[config.mk]
export PLATFORM = sky130hd
export DESIGN_NAME = phys_port_traffic_top
export DESIGN_NICKNAME = d
export VERILOG_FILES = /design/src/verilog/phys_port_pkg.sv /design/src/verilog/phys_port_traffic_top.sv /design/src/verilog/port_frame_stats.sv /design/src/verilog/axis_pkt_gen.sv
export VERILOG_INCLUDE_DIRS = /design/src /design/src/verilog
export SDC_FILE = /design/constraint.sdc
export NUM_CORES = 1
export LEC_CHECK = 0
export BUFFER_PORTS_ARGS = -buffer_cell sky130_fd_sc_hd__buf_2
export CAP_MARGIN = 15
export CORE_ASPECT_RATIO = 0.8
export CORE_MARGIN = 2
export CORE_UTILIZATION = 45
export CTS_CLUSTER_SIZE = 40
export DETAILED_ROUTE_END_ITERATION = 6
export GPL_ROUTABILITY_DRIVEN = 0
export GPL_TIMING_DRIVEN = 0
export PLACE_DENSITY = 0.69
export SYNTH_ARGS = -nofsm -noshare
export SYNTH_HDL_FRONTEND = slang
export SYNTH_SLANG_ARGS = --single-unit
[constraint.sdc]
create_clock -name phys_port_clk_ifc -period 6.14 [get_ports phys_port_clk_ifc]
set_input_delay 1.228 -clock phys_port_clk_ifc [delete_from_list [all_inputs] [get_ports phys_port_clk_ifc]]
set_output_delay 1.228 -clock phys_port_clk_ifc [all_outputs]
set_load 0.03 [all_outputs]
[src/verilog/phys_port_config.svh]
////////////////////////////////////////////////////////////////////////////
// Packet lengths run from 1 to MTU_BYTES and must fit in BYTE_LEN_WIDTH
// Counters wrap silently at STAT_COUNT_WIDTH bits
////////////////////////////////////////////////////////////////////////////

`ifndef PHYS_PORT_CONFIG_SVH
`define PHYS_PORT_CONFIG_SVH

// Largest packet a generator will send, in bytes
`define MTU_BYTES 256

// Byte length field, wide enough to hold MTU_BYTES itself
`define BYTE_LEN_WIDTH 9

// Frame and byte counters
`define STAT_COUNT_WIDTH 32

`endif
[src/verilog/phys_port_pkg.sv]
////////////////////////////////////////////////////////////////////////////
// Types shared by the generators, statistics and the top level
// Stream words carry byte 0 in the lowest 8 bits
////////////////////////////////////////////////////////////////////////////

`include "phys_port_config.svh"

package phys_port_pkg;

    ////////////////////////////////////////////////////////////////////////////
    // Lengths and counters

    // Packet length in bytes, zero means no packet
    typedef logic [`BYTE_LEN_WIDTH-1:0] byte_len_t;

    // One frame or byte count
    typedef logic [`STAT_COUNT_WIDTH-1:0] stat_count_t;

    ////////////////////////////////////////////////////////////////////////////
    // Stream words

    // 8-bit port, one byte per word
    typedef logic [7:0] word8_t;

    // 32-bit port, four bytes per word
    typedef logic [31:0] word32_t;

endpackage

[src/verilog/phys_port_traffic_top.sv]
////////////////////////////////////////////////////////////////////////////
// Two independent egress ports; bit 0 of the stats controls is the 8-bit one
////////////////////////////////////////////////////////////////////////////

`timescale 1ns/1ps

module phys_port_traffic_top
    import phys_port_pkg::*;
(
    input  logic        phys_port_clk_ifc,
    input  logic        rst,
    input  logic [1:0]  stats_enable,
    input  logic [1:0]  stats_clear,

    // 8-bit port
    input  logic        send_req_8b,
    input  byte_len_t   byte_len_8b,
    input  logic [7:0]  first_byte_8b,
    input  logic        tready_8b,
    output logic        busy_8b,
    output word8_t      tdata_8b,
    output logic [0:0]  tkeep_8b,
    output logic        tvalid_8b,
    output logic        tlast_8b,
    output stat_count_t frame_count_8b,
    output stat_count_t byte_count_8b,

    // 32-bit port
    input  logic        send_req_32b,
    input  byte_len_t   byte_len_32b,
    input  logic [7:0]  first_byte_32b,
    input  logic        tready_32b,
    output logic        busy_32b,
    output word32_t     tdata_32b,
    output logic [3:0]  tkeep_32b,
    output logic        tvalid_32b,
    output logic        tlast_32b,
    output stat_count_t frame_count_32b,
    output stat_count_t byte_count_32b
);

    ////////////////////////////////////////////////////////////////////////////
    // 8-bit port

    axis_pkt_gen #(.word_t(word8_t)) u_pkt_gen_8b (
        .phys_port_clk_ifc (phys_port_clk_ifc),
        .rst               (rst),
        .send_req          (send_req_8b),
        .byte_len          (byte_len_8b),
        .first_byte        (first_byte_8b),
        .busy              (busy_8b),
        .tdata             (tdata_8b),
        .tkeep             (tkeep_8b),
        .tvalid            (tvalid_8b),
        .tlast             (tlast_8b),
        .tready            (tready_8b)
    );

    port_frame_stats #(.word_t(word8_t)) u_stats_8b (
        .phys_port_clk_ifc (phys_port_clk_ifc),
        .rst               (rst),
        .enable            (stats_enable[0]),
        .clear             (stats_clear[0]),
        .tvalid            (tvalid_8b),
        .tready            (tready_8b),
        .tlast             (tlast_8b),
        .tkeep             (tkeep_8b),
        .frame_count       (frame_count_8b),
        .byte_count        (byte_count_8b)
    );

    ////////////////////////////////////////////////////////////////////////////
    // 32-bit port

    axis_pkt_gen #(.word_t(word32_t)) u_pkt_gen_32b (
        .phys_port_clk_ifc (phys_port_clk_ifc),
        .rst               (rst),
        .send_req          (send_req_32b),
        .byte_len          (byte_len_32b),
        .first_byte        (first_byte_32b),
        .busy              (busy_32b),
        .tdata             (tdata_32b),
        .tkeep             (tkeep_32b),
        .tvalid            (tvalid_32b),
        .tlast             (tlast_32b),
        .tready            (tready_32b)
    );

    port_frame_stats #(.word_t(word32_t)) u_stats_32b (
        .phys_port_clk_ifc (phys_port_clk_ifc),
        .rst               (rst),
        .enable            (stats_enable[1]),
        .clear             (stats_clear[1]),
        .tvalid            (tvalid_32b),
        .tready            (tready_32b),
        .tlast             (tlast_32b),
        .tkeep             (tkeep_32b),
        .frame_count       (frame_count_32b),
        .byte_count        (byte_count_32b)
    );

endmodule

[src/verilog/port_frame_stats.sv]
////////////////////////////////////////////////////////////////////////////
// Counts only on valid && ready; clear wins over counting in the same cycle
////////////////////////////////////////////////////////////////////////////

`timescale 1ns/1ps

module port_frame_stats
    import phys_port_pkg::*;
#(
    parameter type word_t = word8_t
) (
    input  logic                       phys_port_clk_ifc,
    input  logic                       rst,
    input  logic                       enable,
    input  logic                       clear,

    // Observed stream
    input  logic                       tvalid,
    input  logic                       tready,
    input  logic                       tlast,
    input  logic [$bits(word_t)/8-1:0] tkeep,

    output stat_count_t                frame_count,
    output stat_count_t                byte_count
);

    localparam int BYTES_PER_WORD = $bits(word_t) / 8;
    localparam int KEEP_SUM_BITS  = $clog2(BYTES_PER_WORD + 1);

    logic                     xfer;
    logic [KEEP_SUM_BITS-1:0] keep_sum;

    assign xfer = tvalid && tready;

    // Number of valid bytes in this word
    always_comb begin
        keep_sum = '0;
        for (int i = 0; i < BYTES_PER_WORD; i++) begin
            keep_sum = keep_sum + KEEP_SUM_BITS'(tkeep[i]);
        end
    end

    always_ff @(posedge phys_port_clk_ifc) begin
        if (rst || clear) begin
            frame_count <= '0;
            byte_count  <= '0;
        end else if (enable && xfer) begin
            byte_count <= byte_count + stat_count_t'(keep_sum);
            if (tlast) begin
                frame_count <= frame_count + stat_count_t'(1);
            end
        end
    end

endmodule

[src/verilog/axis_pkt_gen.sv]
////////////////////////////////////////////////////////////////////////////
// Holds one packet in flight; send_req is a level, dropped once busy is seen
// Zero-length requests are ignored; word_t must be a whole number of bytes
////////////////////////////////////////////////////////////////////////////

`timescale 1ns/1ps

module axis_pkt_gen
    import phys_port_pkg::*;
#(
    parameter type word_t = word8_t
) (
    input  logic                       phys_port_clk_ifc,
    input  logic                       rst,

    // Request side
    input  logic                       send_req,
    input  byte_len_t                  byte_len,
    input  logic [7:0]                 first_byte,
    output logic                       busy,

    // Egress stream
    output word_t                      tdata,
    output logic [$bits(word_t)/8-1:0] tkeep,
    output logic                       tvalid,
    output logic                       tlast,
    input  logic                       tready
);

    localparam int        WORD_BITS      = $bits(word_t);
    localparam int        BYTES_PER_WORD = WORD_BITS / 8;
    localparam byte_len_t WORD_STEP      = byte_len_t'(BYTES_PER_WORD);

    typedef enum logic {
        IDLE,
        SENDING
    } state_t;

    state_t               state;
    byte_len_t            remaining;
    logic [7:0]           next_byte;
    logic [WORD_BITS-1:0] word_bits;
    logic                 accept;
    logic                 xfer;
    logic                 last_word;

    ////////////////////////////////////////////////////////////////////////////
    // Handshakes

    assign accept    = (state == IDLE) && send_req && (byte_len != '0);
    assign xfer      = tvalid && tready;
    // Bytes left fit in the current word
    assign last_word = (remaining <= WORD_STEP);

    ////////////////////////////////////////////////////////////////////////////
    // FSM and remaining-byte counter

    always_ff @(posedge phys_port_clk_ifc) begin
        if (rst) begin
            state     <= IDLE;
            remaining <= '0;
        end else begin
            case (state)
                IDLE: begin
                    if (accept) begin
                        state     <= SENDING;
                        remaining <= byte_len;
                    end
                end
                SENDING: begin
                    if (xfer) begin
                        if (last_word) begin
                            state <= IDLE;
                        end else begin
                            remaining <= remaining - WORD_STEP;
                        end
                    end
                end
                default: state <= IDLE;
            endcase
        end
    end

    // First byte of the word on the bus
    always_ff @(posedge phys_port_clk_ifc) begin
        if (accept) begin
            next_byte <= first_byte;
        end else if (xfer) begin
            next_byte <= next_byte + 8'(BYTES_PER_WORD);
        end
    end

    ////////////////////////////////////////////////////////////////////////////
    // Word assembly

    // Incrementing bytes, lowest lane first; keep marks lanes still owed
    always_comb begin
        for (int i = 0; i < BYTES_PER_WORD; i++) begin
            word_bits[8*i +: 8] = next_byte + 8'(i);
            tkeep[i]            = (remaining > byte_len_t'(i));
        end
    end

    assign tdata  = word_t'(word_bits);
    assign tvalid = (state == SENDING);
    assign tlast  = tvalid && last_word;
    assign busy   = (state == SENDING);

endmodule

# Word-level counts from Yosys, hierarchy flattened
# Index checks and enable logic that the tools add are counted.
totals:
  reg_bits: 164
  latch_bits: 0
  ramBits: 0
  mem_bits_ro: 0
  in_bits: 44
  output_inout_bits: 179
  elab_cells: 79
  memories: 0
classes:
  n_addsub: 14
  n_mul: 0
  div: 0
  order_cmp: 7
  n_eq_ne: 6
  shifts: 0
  mux: 20
  bitwise: 2
  n_reduce_logical: 20
op_table:
  columns: ["operator", "count"]
  rows:
  - ["$add A32 B1 Y32 const B", 2]
  - ["$mux W9", 6]
  - ["$pmux W9 S2", 2]
  - ["$add A32 B1 Y32", 1]
  - ["$add A32 B3 Y32", 1]
  - ["$mux W8", 4]
  - ["$gt A9 B1 Y1 const B", 3]
  - ["$gt A9 B2 Y1 const B", 2]
  - ["$reduce_bool A9 Y1", 2]
  - ["$add A8 B1 Y8 const B", 2]
  - ["$add A8 B2 Y8 const B", 2]
  - ["$logic_and A1 B1 Y1", 10]
  - ["$le A9 B1 Y1 const B", 1]
  - ["$le A9 B3 Y1 const B", 1]
  - ["$sub A9 B1 Y9 const B", 1]
  - ["$sub A9 B3 Y9 const B", 1]
  - ["$add A8 B3 Y8 const B", 1]
  - ["$ne A2 B1 Y1 const B", 4]
  - ["$add A3 B1 Y3", 2]
  - ["$mux W1", 6]
  - ["$reduce_and A3 Y1", 2]
  - ["$ne A2 B2 Y1 const B", 2]
  - ["$pmux W1 S2", 2]
  - ["$reduce_and A2 Y1", 2]
  - ["4 further kinds", 7]

# Depth between registers and ports, before layout
# Gate-level depths: netlist of run 1.
depth:
  word_depth: 5
  ltp_mapped: 18

# Cells and area by module
# From an unflattened synthesis of run 1, not the netlist that was laid out.
unflattened:
  cells_unflattened: 1080
  hier_area_um2: 9111.2
by_module_without_submodules:
  columns: ["mod", "n_inst", "cells_per_inst", "area_per_inst_um2"]
  rows:
  - ["port_frame_stats (u_stats_32b)", 1, 384, 3241.9]
  - ["port_frame_stats (u_stats_8b)", 1, 383, 3206.8]
  - ["axis_pkt_gen (u_pkt_gen_32b)", 1, 172, 1426.4]
  - ["axis_pkt_gen (u_pkt_gen_8b)", 1, 141, 1236.2]

# Worst setup path before layout of run 1
# Ideal clock, no wire load.
synth_timing:
  kind: "register to register"
  start: "register u_pkt_gen_32b.remaining[5]"
  end: "register u_stats_32b.byte_count[30]"
  setup_ps: 70
  t_arrival_ps: 3637
  required_time_ps: 6070
  slack_ps: 2432
  path_stages_with_launch: 16
  path_buffers: 0
  period_less_slack_ps: 3708
  cell_sequence: "dfxtp_1 > nor4_4 > nor2b_1 > nand2_1 > ha_1 > inv_1 > fa_1 > inv_1 > ha_1 > inv_1 > fa_1 > nor2b_1 > o21bai_1 > or3_1 > or3_1 > a21oi_1"
synth_between:
  elab_chain_len: 5
synth_lines:
  columns: ["item", "line", "rtl"]
  rows:
  - ["from (decl)", "axis_pkt_gen.sv:40", "byte_len_t remaining;"]
  - ["from (signal assigned)", "axis_pkt_gen.sv:67", "remaining <= byte_len;"]
  - ["from (signal assigned)", "axis_pkt_gen.sv:75", "remaining <= remaining - WORD_STEP;"]
  - ["$gt A9 B1 Y1", "axis_pkt_gen.sv:100", "tkeep[i] = (remaining > byte_len_t'(i));"]
  - ["net tkeep_32b[1]", "phys_port_traffic_top.sv:35", "output logic [3:0] tkeep_32b,"]
  - ["$add A1 B1 Y2", "port_frame_stats.sv:39", "keep_sum = keep_sum + KEEP_SUM_BITS'(tkeep[i]);"]
  - ["$add A3 B1 Y3 (2 in series)", "port_frame_stats.sv:39", null]
  - ["$add A32 B3 Y32", "port_frame_stats.sv:48", "byte_count <= byte_count + stat_count_t'(keep_sum);"]
  - ["to (signal assigned)", "port_frame_stats.sv:48", null]
  - ["to (decl)", "port_frame_stats.sv:24", "output stat_count_t byte_count"]
# The timed path passes the listed nets, and every way through them passes these cells.
# A chain may end at the register's enable or synchronous reset.

# Worst setup path after layout of run 1
layout_timing:
  start: "register u_pkt_gen_32b.remaining[5]"
  end: "register u_stats_32b.byte_count[26]"
layout_between:
  elab_chain_len: 5
layout_lines:
  columns: ["item", "line"]
  rows:
  - ["$gt A9 B1 Y1", "axis_pkt_gen.sv:100"]
  - ["$add A1 B1 Y2", "port_frame_stats.sv:39"]
  - ["$add A3 B1 Y3", "port_frame_stats.sv:39"]
  - ["$add A3 B1 Y3 (*)", "port_frame_stats.sv:39"]
  - ["$add A32 B3 Y32 (*)", "port_frame_stats.sv:48"]
# Every way passes the cells marked *; elsewhere a longest branch is shown, timed or not.

==> run metrics, run 1 <==
Worst-Margin Slew about 1000 ps; Fillers about 1800; register area 0.003443 mm2; sequential share of the synthesized area about 40%; #FFs+latches synth about 160; CTS Sinks around 160; max-slew violations 0; first-pass GRT wire length 38900 um; Syn Nets approximately 1100; worst setup margin roughly 2200 ps; post-route ant nets 0; DRC errors left 0; total power draw roughly 2.7 mW; drt pass-1 iters 5; Worst Clk Skew 14.77 ps; Die Ht ~130 um; fin util roughly 57%; number of synthesized flops with an enable pin 16; clock tree root buffer cell clkbuf_16; Rel. slew slack between 30% and 40%; Min-Delay Path Depth 2; Final Instance Area 0.01077 mm2; crit path time final 3972 ps; Fin. Hold Viols 0; fmax 0.2518 GHz; share of synthesized area spent on multiplexers approximately 1.6%; gr ovfl total 0; Fin Hold WS a little under 500 ps; Hold Path End u_stats_32b.byte_count[0]; most frequent cell on the critical path inv_1; final net count 1360; post_cts resized 0; Avg Inst Size Synth 8.307 um2; largest family of logic cells by synthesized area simple AND/OR/NAND/NOR gates; cts bufs inserted 17; Cells after Synth roughly 1100; Max stage delay on crit path ~430 ps; adder-cell share of the synthesized area 3.170%; worst endpoint required time 6440 ps; ratio of cells with drive above 1 in the final layout a little over a fifth; initial antenna violation count 1; critical path class flip-flop to flip-flop; Cell Area, Synth 0.008763 mm2; Worst IR Drop VDD 0.0001508 V; xor and xnor area share after synthesis under 10%; Post-DP Area 0.01019 mm2; P_leak about 4.2 nW; RSZ-0062 raised after global routing false; Sum Neg Setup Slack 0 ps; pwr dens 252.7 mW/mm2; starting DRC count in detailed routing between 600 and 700; TritonCTS clock tree yes; r2r endpoint u_stats_32b.byte_count[26]; asr flop ratio synth 0%; Max-Cap Viols 0; crit path cell chain nor4_4, nor2b_1, nand2_1, ha_1, inv_1, fa_1, inv_1, ha_1, inv_1, fa_1, nor2b_1, o21bai_1, clkbuf_1, nor4_1, xnor2_1, nor2_1; fin cells 1567; synth warn 0; core area 0.01903 mm2; Clock transition at path regs approximately 70 ps; register-to-register setup slack between 2000 and 2500 ps; largest net degree at the start of global routing 17; Yosys cell types 56; setup bufs post-CTS 0; Starting Density between 40% and 50%; CP Capture Type flip-flop; gr usage total between 20 and 25%; HP Start u_stats_32b.byte_count[0]; htree depth 4; Ports 223; later-pin clock latency in the skew report roughly 430 ps; post-synthesis simple-gate area fraction 29.20%; Synth Area in Compound Gates between 10 and 15%; CTS Hold Bufs 0; area grow syn2layout 22.93%; CP arrival 4270 ps; DP HPWL ~18000 um; crit-path max FO 10; R2R cell count 16; min-delay worst type flip-flop to flip-flop; dpl cells 1534; slowest cell on the critical path nor4_4; Total Wirelength around 24000 um; commonest register cell after synthesis dfxtp_1; final setup violation count 0; Routed wire per std cell 15.21 um; std cell rows between 40 and 50; period utilization 64.69%; die area roughly 0.021 mm2; CP Launch Type flip-flop; vias per inst 5.450; Max Buffers Root-to-Sink 2; multi-input combinational cell area 0.004892 mm2; vias in the first global route roughly 7800; R2R Path Start u_pkt_gen_32b.remaining[5]; vias post-DR approximately 8500; pre-CTS WS 2219 ps; outcome finished, final reports clean; Die Width ~160 um; Port-buffer cells 221
[worst max-delay path: cells and delay by family (launching register included)]
family | cells | cell delay [ps]
AND/OR/NAND/NOR | 6 | 1340
XOR/XNOR | 1 | 160
adder cells (fa/ha/maj) | 4 | 1270
buffers and inverters | 4 | 500
AO/OA/AOI/OAI | 1 | 200
flip-flops | 1 | 380
[per-layer routing]
metal	global-route usage [%]	share of wire, %	vias up
met2	37.38	45	250
met4	5.352	0.86	0
li1	-	-	4262
met1	31.02	47	4011
met3	5.287	7.0	17
met5	0	0	-
[synthesized netlist by cell type, types with 11 or more instances]
cell	n	area (um2)
nand4_1	56	350.3
nor3_1	19	95.09
and3_1	25	156.4
o21ai_0	63	315.3
dfxtp_1	148	2963
a21oi_1	70	350.3
and4_1	15	131.4
nor2_1	101	379.1
edfxtp_1	16	480.5
nand2b_1	11	68.82
xor2_1	40	350.3
clkbuf_1	50	187.7
ha_1	19	237.7
nand2_1	71	266.5
nand3_1	47	235.2
mux2i_1	12	120.1
or4_1	15	112.6
xnor2_1	56	490.5
and2_1	16	100.1
or3_1	35	219.0
inv_1	44	165.2
nor4_1	25	156.4
o31ai_1	14	105.1
[registers in the layout (all words and copies together) (netlist names)]
signal,flops
u_pkt_gen_8b.remaining,9
u_stats_32b.frame_count,32
u_stats_32b.byte_count,32
u_pkt_gen_8b.next_byte,8
u_pkt_gen_32b.remaining,9
u_pkt_gen_32b.next_byte,8
u_pkt_gen_8b.busy,1
u_stats_8b.byte_count,32
u_stats_8b.frame_count,32
u_pkt_gen_32b.busy,1
[where the power goes]
group / internal, mW / switching [mW] / leakage, nW
clock network: 0.581 / 0.470 / 0.279
logic: 0.175 / 0.338 / 2.56
registers: 1.12 / 0.0385 / 1.35
[layout make-up]
type / instances / area share [%]
multi-input cells: 785 / 45.41
flip-flops and latches: 164 / 31.96
repair buffers: 221 / 10.27
clock buffers: 18 / 4.077
well taps: 258 / 2.997
plain buffers: 62 / 2.439
inverters: 44 / 1.533
clock inverters: 14 / 1.289
diodes: 1 / 0.02323
[layout by cell type (no fill, tap or decap), drive strengths merged, types with 4 or more instances in the layout]
cell type  instances
a31oi              5
o31ai             14
o21ai             63
buf              231
nor2b             10
nor2             101
dfxtp            148
nand4             57
nand4b             5
and2              16
a21oi             70
nor4b              4
nor3              19
a31o               5
nand3             49
edfxtp            16
xor2              40
or3               35
or4               15
and3              25
clkbuf            70
nand2b            11
nand2             71
mux2i             12
nor4              27
ha                19
and4              15
a21o               6
inv               52
xnor2             56
[kinds of logic (layout without fill, tap and decap cells)]
logic type,after synthesis,in the layout
buffers and inverters,106,359
other,0,1
AND/OR/NAND/NOR,469,469
multiplexers,14,14
flip-flops,164,164
AO/OA/AOI/OAI,185,185
adder cells (fa/ha/maj),21,21
XOR/XNOR,96,96
[worst max-delay path by stage]
stage,from,slack [ps],endpoint
after global placement,u_pkt_gen_32b.remaining[5],2210,u_stats_32b.byte_count[26]
final,u_pkt_gen_32b.remaining[5],2170,u_stats_32b.byte_count[26]
after detailed placement,u_pkt_gen_32b.remaining[5],2220,u_stats_32b.byte_count[26]
after floorplan,u_pkt_gen_32b.remaining[5],2430,u_stats_32b.byte_count[30]
after global routing,u_pkt_gen_32b.remaining[5],1770,u_stats_32b.byte_count[26]
after CTS,u_pkt_gen_32b.remaining[5],2120,u_stats_32b.byte_count[26]
Power figures use the tool's default switching activity.
==> run 2: changes to the inputs <==
PLACE_DENSITY = 0.72   (was 0.69)
clock period = 3.2 ns   (was 6.14 ns; I/O delays follow)
==> run 2 against run 1 <==
  * The run now ends with setup timing left
  * Clock skew down 4.5 ps
  * Die area unchanged
  * Design area up 5.4%
  * Final cell count up 0.96%
  * Non-clock buffer count up 16
  * Core utilization up 3.1 points
  * Register-to-register slack worse by 2400 ps
  * Global-route usage down 0.18 points
  * Critical endpoint is now u_stats_32b.byte_count[29]
  * Largest power group is now the clock network
==> run metrics, run 2 (same netlist as run 1, synthesis figures left out) <==
outcome finished, violations left; failing checks setup timing; vias post-DR ~8700; r2r endpoint u_stats_32b.byte_count[29]; initial antenna violation count 0; Ports approximately 220; Switching Share between 30 and 40%; Seq pwr share between 30% and 40%; R2R cell count 15; Worst-Margin Slew ~1100 ps; ratio of cells with drive above 1 in the final layout between 20% and 30%; cts bufs inserted 17; CTS Sinks between 150 and 200; Worst IR Drop VDD around 0.00028 V; HP Start byte_len_32b[1]; die area 0.02061 mm2; Port-buffer cells between 200 and 250; CP Capture Type flip-flop; Max Buffers Root-to-Sink 2; Pint 3.895 mW; Die Ht around 130 um; TritonCTS clock tree yes; period utilization 107.7%; register area about 0.0035 mm2; vias in the first global route 7580; Clock transition at path regs 70 ps; CTS Hold Bufs 0; core area approximately 0.019 mm2; DRC errors left 0; Clock power frac 40.3%; Die Width around 160 um; multi-input combinational cell area approximately 0.0052 mm2; CP Launch Type flip-flop; worst endpoint required time ~3600 ps; Fin. Hold Viols 0; vias per inst about 5.5; Max-Cap Viols 0; htree depth 4; R2R Path Start u_pkt_gen_32b.remaining[8]; max-slew violations 0; Routed wire per std cell around 15 um; Sum Neg Setup Slack -2898 ps; P_leak around 4.6 nW; fmax 0.2900 GHz; commonest non-fill, non-tap cell in the layout buf_2; final net count between 1000 and 1500; crit-path max FO 7; later-pin clock latency in the skew report about 420 ps; clock tree root buffer cell clkbuf_16; Rel. slew slack between 20% and 30%; critical path class flip-flop to flip-flop; first-pass GRT wire length ~39000 um; gr ovfl total 0; area grow syn2layout 29.63%; drt pass-1 iters 5; sw power between 1.5 and 2 mW; largest net degree at the start of global routing 17; post-route ant nets 0; Total Wirelength 24190 um; Hold Path End u_pkt_gen_32b.remaining[1]; starting DRC count in detailed routing 649; gr usage total a little under a quarter; Min-Delay Path Depth 3; worst setup margin -247.9 ps; pwr dens around 490 mW/mm2; pre-CTS WS -535.4 ps; commonest non-fill, non-tap cells in the layout 222 x buf_2, 144 x dfxtp_1, 99 x nor2_1; Combinational Power Share 19.8%; crit path time final 3448 ps; # diodes 0; min-delay worst type input port to flip-flop; Worst Clk Skew 10.32 ps; total power draw 5.571 mW; Starting Density between 40% and 50%; DP HPWL between 15000 and 20000 um; final setup violation count 28; RSZ-0062 raised after global routing true; CP arrival 3810 ps; Fillers approximately 1700; register-to-register setup slack -250 ps; std cell rows 45
[run 2: repair_timing]
action	in CTS	in global routing
pin swaps	18	15
buffers inserted	9	8
setup endpoints to repair	29	29
cloned	1	0
gates resized for setup	40	19
[run 2: layer usage]
layer	GRT usage (%)	part of all wire, %
met5	0	0
met4	5.723	1.2
met3	4.771	7.1
met2	35.52	45
met1	32.15	47
[run 2: worst max-delay path by stage]
| stage | startpoint | end | slack, ps | depth (start not counted) |
|---|---|---|---|---|
| finish | u_pkt_gen_32b.remaining[8] | u_stats_32b.byte_count[29] | -250 | 15 |
| global route | u_pkt_gen_32b.remaining[8] | u_stats_32b.byte_count[30] | -350 | 15 |
| CTS | u_pkt_gen_32b.remaining[7] | u_stats_32b.byte_count[25] | -270 | 15 |
| detailed placement | u_pkt_gen_32b.remaining[6] | u_stats_32b.byte_count[30] | -540 | 15 |
| global placement | u_pkt_gen_32b.remaining[8] | u_stats_32b.byte_count[22] | -460 | 16 |
| floorplan | u_pkt_gen_32b.remaining[8] | u_stats_32b.byte_count[30] | -270 | 15 |
[run 2: cell type report]
type	instances	share of cell area, %
Multi-Input combinational cell	785	45.85
Sequential cell	164	30.38
Timing Repair Buffer	237	11.19
Clock buffer	20	4.219
Tap cell	258	2.842
Buffer	62	2.621
Inverter	44	1.454
Clock inverter	12	1.443
[run 2: through the flow]
| stage | hold slack [ps] | instance area [um2] | utilization (%) | instances |
|---|---|---|---|---|
| 2_1_floorplan | 460.0 | 8869 | - | 1055 |
| 3_3_place_gp | 467.5 | 10300 | 54.11 | 1534 |
| 3_5_place_dp | 471.2 | 10300 | 54.11 | 1534 |
| 4_1_cts | 459.2 | 11250 | 59.12 | 1576 |
| 5_1_grt | 471.5 | 11360 | 59.69 | 1582 |
| 6_report | 466.1 | 11360 | 59.69 | 1582 |
[run 2: critical path, cell delays in order (launching register included)]
cell and delay [ps]:
dfxtp_2 340, nor4_4 320, nor2b_4 260, nand2_4 70, ha_4 270, inv_2 30
fa_2 320, inv_2 70, ha_4 210, ha_4 250, a21o_1 120, a21oi_2 80
or4_1 410, clkbuf_8 170, or3_1 340, a21oi_1 120
[run 2: power groups by stage]
stage	logic, mW	registers [mW]	clock network (mW)
after floorplan	0.681	2.32	0
after global placement	0.994	2.27	0
after detailed placement	1.01	2.27	0
after CTS	1.08	2.22	2.28
after global routing	1.21	2.23	2.36
final	1.10	2.22	2.24
